==> src/logic/uart_settings.svh <==
`ifndef UART_SETTINGS_SVH
`define UART_SETTINGS_SVH

//////////////////////////////////////////////////////////////////////
// Serial timing
//////////////////////////////////////////////////////////////////////

// Clocks in one bit time, kept small for simulation
`define UART_CLKS_PER_BIT 8

//////////////////////////////////////////////////////////////////////
// Register bus map
//////////////////////////////////////////////////////////////////////

`define UART_ADDR_DATA 8'hFA
`define UART_ADDR_STAT 8'hFB

`endif

==> src/logic/uart_pkg.sv <==
package uart_pkg;

    //////////////////////////////////////////////////////////////////
    // Data types
    //////////////////////////////////////////////////////////////////

    typedef logic [7:0] byte_t;

    // Status register layout, rx_pending lands in bit 7
    typedef struct packed {
        logic       rx_pending;
        logic       tx_busy;
        logic [5:0] zero;
    } status_t;

    //////////////////////////////////////////////////////////////////
    // FSM states
    //////////////////////////////////////////////////////////////////

    typedef enum logic [1:0] {
        txs_idle,
        txs_start,
        txs_data,
        txs_stop
    } tx_state_t;

    typedef enum logic [1:0] {
        rxs_idle,
        rxs_start,
        rxs_data,
        rxs_stop
    } rx_state_t;

endpackage

==> src/logic/uart_link_if.sv <==
`timescale 1ns/1ns

interface uart_link_if;

    // Transmit request, tx_begin is a level held until tx_busy
    uart_pkg::byte_t tx_data;
    logic            tx_begin;
    logic            tx_busy;

    // Receive side, rx_recv pulses once per good frame
    uart_pkg::byte_t rx_data;
    logic            rx_recv;

    modport host (
        output tx_data,
        output tx_begin,
        input  tx_busy,
        input  rx_data,
        input  rx_recv
    );

    modport core (
        input  tx_data,
        input  tx_begin,
        output tx_busy,
        output rx_data,
        output rx_recv
    );

endinterface

==> src/logic/uart_tx.sv <==
`timescale 1ns/1ns

`include "uart_settings.svh"

module uart_tx (
    input  logic            clk,
    input  logic            rst_n,
    input  uart_pkg::byte_t data,
    input  logic            begin_req,
    output logic            busy,
    output logic            tx
);

    localparam int CPB = `UART_CLKS_PER_BIT;
    localparam int CW  = (CPB > 1) ? $clog2(CPB) : 1;

    uart_pkg::tx_state_t state;
    logic [CW-1:0]       cnt;
    logic [2:0]          bit_idx;
    uart_pkg::byte_t     shift;
    logic                bit_end;

    assign bit_end = (cnt == CW'(CPB - 1));

    // Busy drops on the last cycle of the stop bit
    assign busy = (state != uart_pkg::txs_idle) &&
                  !(state == uart_pkg::txs_stop && bit_end);

    always_ff @(posedge clk) begin
        if (!rst_n) begin
            state   <= uart_pkg::txs_idle;
            cnt     <= '0;
            bit_idx <= '0;
            tx      <= 1'b1;
        end else begin
            case (state)
                uart_pkg::txs_idle: begin
                    cnt <= '0;
                    if (begin_req) begin
                        state <= uart_pkg::txs_start;
                        tx    <= 1'b0;
                    end
                end
                uart_pkg::txs_start: begin
                    if (bit_end) begin
                        cnt     <= '0;
                        bit_idx <= '0;
                        state   <= uart_pkg::txs_data;
                        tx      <= shift[0];
                    end else begin
                        cnt <= cnt + 1'b1;
                    end
                end
                uart_pkg::txs_data: begin
                    if (bit_end) begin
                        cnt <= '0;
                        if (bit_idx == 3'd7) begin
                            state <= uart_pkg::txs_stop;
                            tx    <= 1'b1;
                        end else begin
                            bit_idx <= bit_idx + 1'b1;
                            tx      <= shift[1];
                        end
                    end else begin
                        cnt <= cnt + 1'b1;
                    end
                end
                default: begin
                    // Stop bit, line already high
                    if (bit_end) begin
                        cnt   <= '0;
                        state <= uart_pkg::txs_idle;
                    end else begin
                        cnt <= cnt + 1'b1;
                    end
                end
            endcase
        end
    end

    // Byte latch on accept, then LSB first
    always_ff @(posedge clk) begin
        if (state == uart_pkg::txs_idle && begin_req) begin
            shift <= data;
        end else if (state == uart_pkg::txs_data && bit_end) begin
            shift <= shift >> 1;
        end
    end

    a_idle_line_high: assert property (
        @(posedge clk) disable iff (!rst_n)
        state == uart_pkg::txs_idle |-> tx
    );

endmodule

==> src/logic/uart_rx.sv <==
`timescale 1ns/1ns

`include "uart_settings.svh"

module uart_rx (
    input  logic            clk,
    input  logic            rst_n,
    input  logic            rx,
    output uart_pkg::byte_t data,
    output logic            recv
);

    localparam int CPB  = `UART_CLKS_PER_BIT;
    localparam int HALF = (CPB > 1) ? CPB / 2 : 1;
    localparam int CW   = (CPB > 1) ? $clog2(CPB) : 1;

    logic                rx_s1;
    logic                rx_s2;
    logic                rx_d;
    logic                fall;
    uart_pkg::rx_state_t state;
    logic [CW-1:0]       cnt;
    logic [2:0]          bit_idx;
    uart_pkg::byte_t     shift;
    logic                bit_end;
    logic                half_end;

    //////////////////////////////////////////////////////////////////
    // Synchronizer and edge detect
    //////////////////////////////////////////////////////////////////

    always_ff @(posedge clk) begin
        if (!rst_n) begin
            rx_s1 <= 1'b1;
            rx_s2 <= 1'b1;
            rx_d  <= 1'b1;
        end else begin
            rx_s1 <= rx;
            rx_s2 <= rx_s1;
            rx_d  <= rx_s2;
        end
    end

    assign fall     = rx_d & ~rx_s2;
    assign bit_end  = (cnt == CW'(CPB - 1));
    assign half_end = (cnt == CW'(HALF - 1));

    //////////////////////////////////////////////////////////////////
    // Frame FSM
    //////////////////////////////////////////////////////////////////

    always_ff @(posedge clk) begin
        if (!rst_n) begin
            state   <= uart_pkg::rxs_idle;
            cnt     <= '0;
            bit_idx <= '0;
            recv    <= 1'b0;
            data    <= '0;
        end else begin
            recv <= 1'b0;
            case (state)
                uart_pkg::rxs_idle: begin
                    cnt <= '0;
                    if (fall) begin
                        state <= uart_pkg::rxs_start;
                    end
                end
                uart_pkg::rxs_start: begin
                    // Mid start bit, a high line here was a glitch
                    if (half_end) begin
                        cnt     <= '0;
                        bit_idx <= '0;
                        state   <= rx_s2 ? uart_pkg::rxs_idle : uart_pkg::rxs_data;
                    end else begin
                        cnt <= cnt + 1'b1;
                    end
                end
                uart_pkg::rxs_data: begin
                    if (bit_end) begin
                        cnt     <= '0;
                        bit_idx <= bit_idx + 1'b1;
                        if (bit_idx == 3'd7) begin
                            state <= uart_pkg::rxs_stop;
                        end
                    end else begin
                        cnt <= cnt + 1'b1;
                    end
                end
                default: begin
                    if (bit_end) begin
                        cnt   <= '0;
                        state <= uart_pkg::rxs_idle;
                        // Low stop bit means the frame is dropped
                        if (rx_s2) begin
                            data <= shift;
                            recv <= 1'b1;
                        end
                    end else begin
                        cnt <= cnt + 1'b1;
                    end
                end
            endcase
        end
    end

    // Bits arrive LSB first
    always_ff @(posedge clk) begin
        if (state == uart_pkg::rxs_data && bit_end) begin
            shift <= {rx_s2, shift[7:1]};
        end
    end

    a_recv_single: assert property (
        @(posedge clk) disable iff (!rst_n)
        recv |=> !recv
    );

endmodule

==> src/logic/uart_core.sv <==
`timescale 1ns/1ns

module uart_core (
    input  logic       clk,
    input  logic       rst_n,
    uart_link_if.core  link,
    output logic       tx,
    input  logic       rx
);

    uart_tx u_tx (
        .clk       (clk),
        .rst_n     (rst_n),
        .data      (link.tx_data),
        .begin_req (link.tx_begin),
        .busy      (link.tx_busy),
        .tx        (tx)
    );

    uart_rx u_rx (
        .clk   (clk),
        .rst_n (rst_n),
        .rx    (rx),
        .data  (link.rx_data),
        .recv  (link.rx_recv)
    );

    // Host may read rx_data at any time between frames
    a_rx_data_held: assert property (
        @(posedge clk) disable iff (!rst_n)
        !link.rx_recv |-> $stable(link.rx_data)
    );

endmodule

==> src/logic/uart_regport.sv <==
`timescale 1ns/1ns

`include "uart_settings.svh"

module uart_regport (
    input  logic            clk,
    input  logic            rst_n,
    input  uart_pkg::byte_t addr,
    input  uart_pkg::byte_t din,
    input  logic            regrd,
    input  logic            regwr,
    output uart_pkg::byte_t dout,
    output logic            oe_n,
    uart_link_if.host       link
);

    logic              sel_data;
    logic              sel_stat;
    logic              wr_strobe;
    logic              wr_hold;
    logic              wr_start;
    logic              stat_rd;
    logic              stat_active;
    logic              rx_pending;
    logic              tx_begin;
    uart_pkg::byte_t   tx_data;
    uart_pkg::status_t status;

    assign sel_data = (addr == `UART_ADDR_DATA);
    assign sel_stat = (addr == `UART_ADDR_STAT);
    assign stat_rd  = regrd && sel_stat;

    //////////////////////////////////////////////////////////////////
    // Read side
    //////////////////////////////////////////////////////////////////

    always_comb begin
        status            = '0;
        status.rx_pending = rx_pending;
        status.tx_busy    = link.tx_busy;
    end

    always_comb begin
        dout = '0;
        oe_n = 1'b1;
        if (regrd && sel_data) begin
            dout = link.rx_data;
            oe_n = 1'b0;
        end else if (stat_rd) begin
            dout = status;
            oe_n = 1'b0;
        end
    end

    //////////////////////////////////////////////////////////////////
    // Write side
    //////////////////////////////////////////////////////////////////

    // One start per strobe assertion, dropped while busy
    assign wr_strobe = regwr && sel_data;
    assign wr_start  = wr_strobe && !wr_hold && !tx_begin && !link.tx_busy;

    always_ff @(posedge clk) begin
        if (!rst_n) begin
            wr_hold  <= 1'b0;
            tx_begin <= 1'b0;
        end else begin
            wr_hold <= wr_strobe;
            if (wr_start) begin
                tx_begin <= 1'b1;
            end else if (link.tx_busy) begin
                tx_begin <= 1'b0;
            end
        end
    end

    always_ff @(posedge clk) begin
        if (wr_start) begin
            tx_data <= din;
        end
    end

    assign link.tx_begin = tx_begin;
    assign link.tx_data  = tx_data;

    // Sticky pending flag, cleared once a status read has ended
    always_ff @(posedge clk) begin
        if (!rst_n) begin
            rx_pending  <= 1'b0;
            stat_active <= 1'b0;
        end else if (link.rx_recv) begin
            // A new byte outlives any status read already finished
            rx_pending  <= 1'b1;
            stat_active <= 1'b0;
        end else if (stat_rd) begin
            stat_active <= 1'b1;
        end else if (stat_active) begin
            stat_active <= 1'b0;
            rx_pending  <= 1'b0;
        end
    end

    a_begin_not_busy: assert property (
        @(posedge clk) disable iff (!rst_n)
        $rose(link.tx_begin) |-> !link.tx_busy
    );

    // Pending only falls on the cycle after a status read ends
    a_pending_clear_after_read: assert property (
        @(posedge clk) disable iff (!rst_n)
        $fell(rx_pending) |-> $past(stat_rd, 2)
    );

endmodule

==> src/logic/uart_periph.sv <==
`timescale 1ns/1ns

module uart_periph (
    input  logic            clk,
    input  logic            rst_n,
    input  uart_pkg::byte_t addr,
    input  logic            regrd,
    input  logic            regwr,
    input  uart_pkg::byte_t din,
    output uart_pkg::byte_t dout,
    output logic            oe_n,
    output logic            uart_tx,
    input  logic            uart_rx
);

    uart_link_if link ();

    // CPU register bus side
    uart_regport u_regport (
        .clk   (clk),
        .rst_n (rst_n),
        .addr  (addr),
        .din   (din),
        .regrd (regrd),
        .regwr (regwr),
        .dout  (dout),
        .oe_n  (oe_n),
        .link  (link.host)
    );

    // Serial line side
    uart_core u_core (
        .clk   (clk),
        .rst_n (rst_n),
        .link  (link.core),
        .tx    (uart_tx),
        .rx    (uart_rx)
    );

endmodule

==> config.mk <==
export PLATFORM = sky130hd
export DESIGN_NAME = uart_periph
export DESIGN_NICKNAME = d
export VERILOG_FILES = /design/src/logic/uart_pkg.sv /design/src/logic/uart_link_if.sv /design/src/logic/uart_tx.sv /design/src/logic/uart_rx.sv /design/src/logic/uart_core.sv /design/src/logic/uart_regport.sv /design/src/logic/uart_periph.sv
export VERILOG_INCLUDE_DIRS = /design/src /design/src/logic
export SDC_FILE = /design/constraint.sdc
export NUM_CORES = 1
export LEC_CHECK = 0
export ABC_AREA = 1
export BUFFER_PORTS_ARGS = -buffer_cell sky130_fd_sc_hd__buf_2
export CAP_MARGIN = 10
export CORE_MARGIN = 2
export CORE_UTILIZATION = 50
export CTS_CLUSTER_SIZE = 14
export DETAILED_ROUTE_END_ITERATION = 8
export GPL_ROUTABILITY_DRIVEN = 0
export PLACE_DENSITY = 0.7
export REMOVE_ABC_BUFFERS = 1
export SYNTH_ARGS = -nofsm -noshare
export SYNTH_HDL_FRONTEND = slang
export SYNTH_SLANG_ARGS = --single-unit
==> constraint.sdc <==
create_clock -name clk -period 2.2 [get_ports clk]
set_clock_uncertainty 0.05 [all_clocks]
set_input_delay 0.22 -clock clk [delete_from_list [all_inputs] [get_ports clk]]
set_output_delay 0.22 -clock clk [all_outputs]
set_load 0.1 [all_outputs]
======== Yosys cells after proc, flatten, opt, wreduce, memory -nomap -nowiden ========
Index checks and enable logic that the tools add are counted.
word-level totals
  output and inout port bits .............. 10
  input port bits ......................... 21
  flip-flop bits (word level) ............. 57
  logic and storage cells ................. 128
cells by class
  reduce and logical (&&, ||, !) cells .... 37
  bitwise gates (word level) .............. 5
  multiplexer cells ....................... 41
  equal/unequal tests ..................... 22
  $add $sub $neg .......................... 4
operators by type and width
  kind                   number
  $mux W8                4
  $mux W2                11
  $mux W3                7
  $ne A2 B2 Y1 const B   9
  $pmux W3 S2            3
  $eq A8 B8 Y1 const B   2
  $reduce_bool A2 Y1     7
  $mux W1                13
  $add A3 B1 Y3 const B  4
  $eq A3 B3 Y1 const B   4
  $pmux W2 S3            2
  $logic_and A1 B1 Y1    11
  $reduce_and A5 Y1      2
  $reduce_and A4 Y1      2
  $eq A2 B2 Y1 const B   3
  $reduce_and A3 Y1      2
  $reduce_bool A3 Y1     2
  $reduce_or A3 Y1       2
  $reduce_or A5 Y1       1
  $eq A2 B1 Y1 const B   2
  $logic_not A1 Y1       4
  $logic_not A2 Y1       2
  $not A1 Y1             4
  $eq A3 B2 Y1 const B   1
  5 further kinds        5

======== Depth between registers and ports, before layout ========
Gate-level depths: netlist of the first run.
  depth after elaboration ................. 7
  gate-level depth with buffers ........... 10
  depth with buffers taken out ............ 10

======== Modules after synthesis ========
Synthesis of the first run repeated with hierarchy kept, for this count alone.
unflattened totals
  cells, all modules ...................... 294
  area total of the unflattened synthesis .. 2731.4 um2
modules (own cells, without submodules)
  module        cells an instance  seq. area each (um2)  instances  area an instance (um2)
  uart_rx       130                640.6                 1          1211.2
  uart_tx       102                420.4                 1          939.7
  uart_regport  62                 320.3                 1          580.6

======== Least setup slack after synthesis of the first run ========
No wires, ideal clock.
  kind .................................... input-to-output
  from .................................... in addr[7]
  to ...................................... out dout[7]
  path buffers ............................ 0
  data required time ...................... 1930 ps
  stages .................................. 4
  arrival time ............................ 2824 ps
  path slack .............................. -894 ps
  path through ............................ nand2_1 nor2_1 nand3_2 o21ai_0
on the way
  longest elaborated chain between the ends .. 4
  elaborated cells between the ends (all ways) .. 6
  those cells by class .................... 2 x eq/ne; 2 x mux; 2 x reduce/logical
RTL lines
  what                    line                RTL
  start: declaration      uart_periph.sv:6    input uart_pkg::byte_t addr,
  $eq A8 B8 Y1 (no line)  -
  $logic_and A1 B1 Y1     uart_regport.sv:31  assign stat_rd = regrd && sel_stat;
  $mux W8                 uart_regport.sv:49  end else if (stat_rd) begin
  $mux W8 (*)             uart_regport.sv:46  if (regrd && sel_data) begin
  end: declaration        uart_periph.sv:10   output uart_pkg::byte_t dout,
Mark *: on every way between the ends. The rest lies on a longest branch, timed or not.

======== Worst setup path after layout of the first run ========
  from .................................... reg u_core.u_tx.state[1]
  to ...................................... out dout[6]
on the way
  longest elaborated chain between the ends .. 6
  elaborated cells between the ends (all ways) .. 7
  those cells by class .................... 1 x eq/ne; 2 x mux; 4 x reduce/logical
RTL lines
  what                      line                RTL
  start: declaration        uart_tx.sv:17       uart_pkg::tx_state_t state;
  start signal: assignment  uart_tx.sv:31       state <= uart_pkg::txs_idle;
  start signal: assignment  uart_tx.sv:40       state <= uart_pkg::txs_start;
  start signal: assignment  uart_tx.sv:48       state <= uart_pkg::txs_data;
  $eq A2 B2 Y1              uart_tx.sv:27       !(state == uart_pkg::txs_stop && bit_end);
  $logic_and A1 B1 Y1       uart_tx.sv:27
  $logic_not A1 Y1          uart_tx.sv:27
  $logic_and A1 B1 Y1 (*)   uart_tx.sv:26       assign busy = (state != uart_pkg::txs_idle) &&
  $mux W8 (*)               uart_regport.sv:49
  $mux W8 (*)               uart_regport.sv:46
Marked as above.

==> reports/metrics.cfg, run 1 <==
[run_status]
status = completed

[grt]
grt_pass1_vias = 1712
grt_max_degree = 21
grt_usage_pct = 17.58
antenna_found_initial = 0
grt_pass1_wl_um = 7189
overflow = 0

[flow_run]
drv_cap = 0

[die]
die_h_um = 74.75
core_area_um2 = 4786
rows = 25
initial_utilization_pct = 52.29
io_pins = 31
dieArea_um2 = 5587
die_w_um = 74.75

[cts]
clock-sinks = 57
cts_tree = done
clk_pin_slew_ns = 0.07
cts_buffers = 9
insertion_delay_ns = 0.33
cts_buffer_depth = 2
h-tree-depth = 3
cts-root-buf = clkbuf_8

[critical_path]
cp_slowest_cell = dfxtp_1
cp_slowest_stage_delay_ns = 0.39
crit_start = u_core.u_tx.state[1]$_SDFFE_PN0P_
cp_max_fo = 7
worstSetupEndpointType = primary output
worstPathRequired_ns = 1.93
crit_path_start_kind = flip-flop
arrival_ns = 1.76
cpMostUsedCell = inv_1
critical_path_class = flip-flop to primary output
path_cells = inv_1 -> ha_1 -> a21oi_2 -> inv_1 -> o22ai_2 -> buf_12
r2r-start = u_core.u_tx.state[1]$_SDFFE_PN0P_

[routing]
drc_errors = 0
wirelength_um = 4406
drt_iter0_drc = 94
num_vias = 1828
via_per_inst = 4.773
dr.pass1.iters = 4
antenna_left = 0
post_drt_wl_per_cell_um = 11.50

[sta]
slew_headroom_pct = 67.79
period_needed_ns = 2.033
fmax_ghz = 0.4918
setup_violations = 0
maxSlewViolCount = 0
tightest_slew_ns = 0.4865
rsz0062_at_grt = no
fin_crit_sh_pct = 92.42
hold_violations = 0

[synth]
synth_top_family_by_area = simple AND/OR/NAND/NOR gates
ys_ff_latch = 57
synth_compound_gate_area_share_pct = 8.500
synthSimpleGateAreaFrac_pct = 16.65
synth_mux_area_share_pct = 3.150
synth_warnings = 0
yosysSeqAreaShare_pct = 55.20
synthAdderAreaFrac_pct = 9.500
synthDistinctLibCells = 24
synth_xor_area_share_pct = 0
syn_avg_cell_area_um2 = 9.372
syn-cell-area_um2 = 2502
synthCells = 267

[power_and_ir_drop]
power_density_nw_per_um2 = 860.9
ir_worst_vdd_uv = 525.1
p_leak_nw = 1.298

[placement]
hpwl_um = 3137
port_buffers = 30
dpl-instance-area_um2 = 2779

[finish]
fillers = 404
layout_commonest_cell = nand2_1
nNetsFinal = 351
post-route-util_pct = 63.29
final_area_um2 = 3029
syn_to_final_growth_pct = 21.05
drive_gt1_share_pct = 20.57
final_cell_mix = nand2_1, inv_1, nor2_1, dfxtp_1, buf_2
antennaDiodeCount = 0

[hold_path]
hp-class = input port to flip-flop
min_from = din[5]

## cells by family (layout without fill, tap and decap cells)
group / Yosys count / count (layout)
AND/OR/NAND/NOR: 100 / 100
adder cells (fa/ha/maj): 19 / 19
buffers and inverters: 46 / 95
flip-flops: 57 / 57
multiplexers: 7 / 7
AO/OA/AOI/OAI: 38 / 38
## critical path: cells and delay by family (launching register included)
| family | cells | cell delay (ns) |
|---|---|---|
| buffers and inverters | 3 | 0.38 |
| AO/OA/AOI/OAI | 2 | 0.38 |
| adder cells (fa/ha/maj) | 1 | 0.28 |
| flip-flops | 1 | 0.39 |
## cells in the mapped netlist (all sizes together)
library cell / number / area share [%]
nand2: 44 / 6.6
inv: 41 / 6.1
nor2: 35 / 5.3
dfxtp: 33 / 26
edfxtp: 24 / 29
a21oi: 19 / 4.3
ha: 19 / 9.5
o21ai: 14 / 2.8
nand3: 11 / 2.4
mux2: 7 / 3.2
nor3: 4 / 0.80
or2: 4 / 1.1
buf: 2 / 0.40
clkbuf: 2 / 0.30
nand4: 2 / 0.50
o22ai: 2 / 0.50
a2bb2oi: 1 / 0.35
clkinv: 1 / 0.15
o211ai: 1 / 0.30
o21bai: 1 / 0.30
## stage by stage
stage,power (W),hold WS (ns),instances,setup WS [ns],TNS [ns]
final,0.002608,0.01588,383,0.1668,0
after CTS,0.002628,0.001620,380,0.05729,0
after global routing,0.002739,0.001467,383,0.01978,0
after global placement,0.001567,0.3468,364,0.4086,0
after floorplan,0.001489,0.2391,263,-0.8937,-1.536
after detailed placement,0.001583,0.3488,364,0.3687,0
## what timing repair did
item	in CTS	in global routing
setup buffers	0	0
hold buffers	0	3
hold endpoints to repair	0	3
gates resized for setup	0	2
setup endpoints to repair	0	1
## routing by layer
metal,vias to the layer above,part of all wire (%),GRT usage [%]
met5,-,0,0
met3,6,4.0,6.827
met4,0,1.2,6.548
met2,30,48,29.40
met1,841,47,20.57
li1,951,-,-
## layout make-up
cell class	count	area [um2]	area share, %
multi-input combinational	164	955.9	31.56
inverter	42	157.7	5.204
clock inverter	6	82.58	2.726
tap	67	83.83	2.767
clock buffer	10	127.6	4.213
sequential	57	1381	45.60
timing repair buffer	37	240.2	7.931
## registers in the layout, indices dropped and copies added, names as in the netlist, 2 cells and up
name,cells
u_core.u_rx.bit_idx,3
u_core.u_rx.cnt,3
u_core.u_rx.data,8
u_core.u_rx.shift,8
u_core.u_rx.state,2
u_core.u_tx.bit_idx,3
u_core.u_tx.cnt,3
u_core.u_tx.shift,8
u_core.u_tx.state,2
u_regport.link.tx_data,8
## worst paths after layout
kind / to / slack, ns / cells past startpoint
worst max-delay path: dout[6] / 0.17 / 6
worst min-delay path: u_regport.link.tx_data[5]$_DFFE_PP_ / 0.02 / 1
worst max register to register: u_core.u_tx.shift[3]$_DFFE_PP_ / 0.43 / 4
worst min register to register: u_core.u_rx.rx_s2$_SDFF_PN1_ / 0.36 / 1
## where the power goes
part	total, W	switching (W)	internal [W]	leakage [nW]
Clock	0.00104	0.000409	0.000631	0.106
Combinational	0.000399	0.000255	0.000144	0.706
Sequential	0.00117	0.0000274	0.00114	0.486
Total	0.00261	0.000691	0.00192	1.30
(Power assumes the default switching activity.)
==> run 2: changes to the inputs <==
Settings changed: CORE_ASPECT_RATIO set to 1.25, CORE_UTILIZATION 50 to 42, PLACE_DENSITY 0.7 to not set.
==> run 2 against run 1 <==
Register-to-register slack about the same. Via count decreased by 2.5%. Combinational power decreased by 2%. Highest routed layer unchanged. Setup slack improved by 0.021 ns. Utilization decreased by 12 points. Maximum frequency increased by 1.1%. Critical path depth unchanged. Sequential share of layout area increased by 1.1 points. Largest power group unchanged. Critical path type unchanged. Power decreased by 0.95%.
==> reports/metrics.cfg, run 2 (same netlist as run 1, synthesis figures left out) <==
[run_status]
status = completed  ; unchanged

[critical_path]
cp_max_fo = 2  ; was 7
r2r-start = u_core.u_rx.cnt[0]$_SDFF_PN0_  ; was u_core.u_tx.state[1]$_SDFFE_PN0P_
worstPathRequired_ns = 1.93  ; about the same
ff2ff_setup_slack_ns = 0.43  ; about the same
worstSetupEndpointType = primary output  ; unchanged
rr_endpoint = u_core.u_rx.data[0]$_SDFFE_PN0P_  ; was u_core.u_tx.shift[3]$_DFFE_PP_
critical_path_class = flip-flop to primary output  ; unchanged
arrival_ns = 1.74  ; was 1.76 ns
reg2reg_depth = 5  ; was 4
crit_path_start_kind = flip-flop  ; unchanged

[power_and_ir_drop]
p_int_w = 0.001919  ; was 0.001917 W
power_density_nw_per_um2 = 872.6  ; was 860.9 nW/um2
seqPwrFrac_pct = 45.2  ; was 44.8%
clkPwrFrac_pct = 39.7  ; was 39.9%
combPwrFrac_pct = 15.1  ; was 15.3%
ir_worst_vdd_uv = 448.6  ; was 525.1 uV
p_sw_share_pct = 25.72  ; was 26.51%
p_leak_nw = 1.272  ; was 1.298 nW
p_sw_w = 0.0006643  ; was 0.0006913 W

[hold_path]
min_path_cells = 1  ; unchanged
whs_endpoint = u_regport.link.tx_data[1]$_DFFE_PP_  ; was u_regport.link.tx_data[5]$_DFFE_PP_
hp-class = input port to flip-flop  ; unchanged
min_from = din[1]  ; was din[5]

[sta]
fin_ws_ns = 0.1883  ; was 0.1668 ns
fmax_ghz = 0.4971  ; was 0.4918 GHz
hold_violations = 0  ; unchanged
period_needed_ns = 2.012  ; was 2.033 ns
maxSlewViolCount = 0  ; unchanged
setup_violations = 0  ; unchanged
tightest_slew_ns = 0.5355  ; was 0.4865 ns
rsz0062_at_grt = no  ; unchanged
finalSetupTns_ns = 0  ; unchanged
fin_crit_sh_pct = 91.44  ; was 92.42%
slew_headroom_pct = 64.20  ; was 67.79%

[grt]
overflow = 0  ; unchanged
antenna_found_initial = 0  ; unchanged
grt_max_degree = 21  ; unchanged
grt_pass1_wl_um = 7576  ; was 7189 um
grt_pass1_vias = 1713  ; was 1712
grt_usage_pct = 14.89  ; was 17.58%

[routing]
antenna_left = 0  ; unchanged
drt_iter0_drc = 65  ; was 94
num_vias = 1782  ; was 1828
via_per_inst = 4.714  ; was 4.773
dr.pass1.iters = 4  ; unchanged
post_drt_wl_per_cell_um = 11.65  ; was 11.50 um
drc_errors = 0  ; unchanged
wirelength_um = 4402  ; was 4406 um

[finish]
final_area_um2 = 2960  ; was 3029 um2
layoutNonFillerInstCount = 378  ; was 383
nNetsFinal = 347  ; was 351
drive_gt1_share_pct = 19.55  ; was 20.57%
antennaDiodeCount = 0  ; unchanged
syn_to_final_growth_pct = 18.30  ; was 21.05%
post-route-util_pct = 51.22  ; was 63.29%
layout_commonest_cell = nand2_1  ; unchanged
final_cell_mix = nand2_1, inv_1, nor2_1, dfxtp_1, buf_2  ; unchanged

[placement]
pre_cts_ws_ns = 0.2890  ; was 0.3687 ns
dpl.cell_count = 362  ; was 364
dpl-instance-area_um2 = 2740  ; was 2779 um2
hpwl_um = 3173  ; was 3137 um
port_buffers = 30  ; unchanged

[die]
io_pins = 31  ; unchanged
rows = 31  ; was 25
initial_utilization_pct = 43.30  ; was 52.29%
die_h_um = 90.30  ; was 74.75 um
core_area_um2 = 5779  ; was 4786 um2
dieArea_um2 = 6596  ; was 5587 um2
die_w_um = 73.04  ; was 74.75 um

[cts]
clock-sinks = 57  ; unchanged
cts_tree = done  ; unchanged
clk_pin_slew_ns = 0.07  ; about the same
cts_buffers = 9  ; unchanged
h-tree-depth = 3  ; unchanged
insertion_delay_ns = 0.33  ; about the same
cts-root-buf = clkbuf_8  ; unchanged
cts_buffer_depth = 2  ; unchanged

[flow_run]
drv_cap = 0  ; unchanged

-- run 2: worst max path at each step --
| stage | slack [ns] | from | depth (start not counted) | endpoint |
|---|---|---|---|---|
| finish | 0.19 | u_core.u_tx.cnt[0]$_SDFF_PP0_ | 6 | dout[6] |
| global route | 0.05 | u_core.u_tx.state[0]$_SDFFE_PN0P_ | 6 | dout[6] |
| CTS | 0.05 | u_core.u_tx.state[0]$_SDFFE_PN0P_ | 6 | dout[6] |
| detailed placement | 0.29 | u_core.u_tx.state[0]$_SDFFE_PN0P_ | 6 | dout[6] |
| global placement | 0.34 | u_core.u_tx.cnt[0]$_SDFF_PP0_ | 6 | dout[6] |
| floorplan | -0.89 | addr[7] | 4 | dout[7] |
-- run 2: per-layer routing --
layer / track usage, % / share of wire, %
met1: 17.10 / 45
met2: 24.55 / 51
met3: 5.134 / 2.9
met4: 6.481 / 1.4
met5: 0 / 0
-- run 2: through the flow --
step	hold slack [ns]	total power, W
2_1_floorplan	0.2391	0.001489
3_3_place_gp	0.3450	0.001569
3_5_place_dp	0.3477	0.001578
4_1_cts	0.001934	0.002610
5_1_grt	0.001531	0.002715
6_report	0.01820	0.002583
-- run 2: power by group through the flow --
stage                     clock, W  sequential [W]  combinational (W)
after global routing       0.00109         0.00117           0.000447
final                      0.00102         0.00117           0.000391
after CTS                  0.00105         0.00117           0.000388
after global placement           0         0.00119           0.000381
after detailed placement         0         0.00119           0.000386
after floorplan                  0         0.00121           0.000275
-- run 2: worst max-delay path, cell delays in order (launching register included) --
cell     delay, ns
dfxtp_1       0.31
ha_1          0.21
ha_1          0.21
a21oi_2       0.16
inv_1         0.07
o22ai_2       0.19
buf_6         0.25
-- run 2: final cells by class --
cell class                 instances  area [um2]
fill                             533        2819
sequential                        57        1381
multi-input combinational        164       955.9
timing repair buffer              33       178.9
inverter                          42       157.7
clock buffer                      13       138.9
tap                               66       82.58
clock inverter                     3       65.06
-- run 2: timing repair --
| action | in CTS | in global routing |
|---|---|---|
| endpoints found under the setup margin | 1 | 1 |
| gates resized for setup | 1 | 3 |
| buffers inserted | 0 | 0 |
| hold buffers | 0 | 0 |
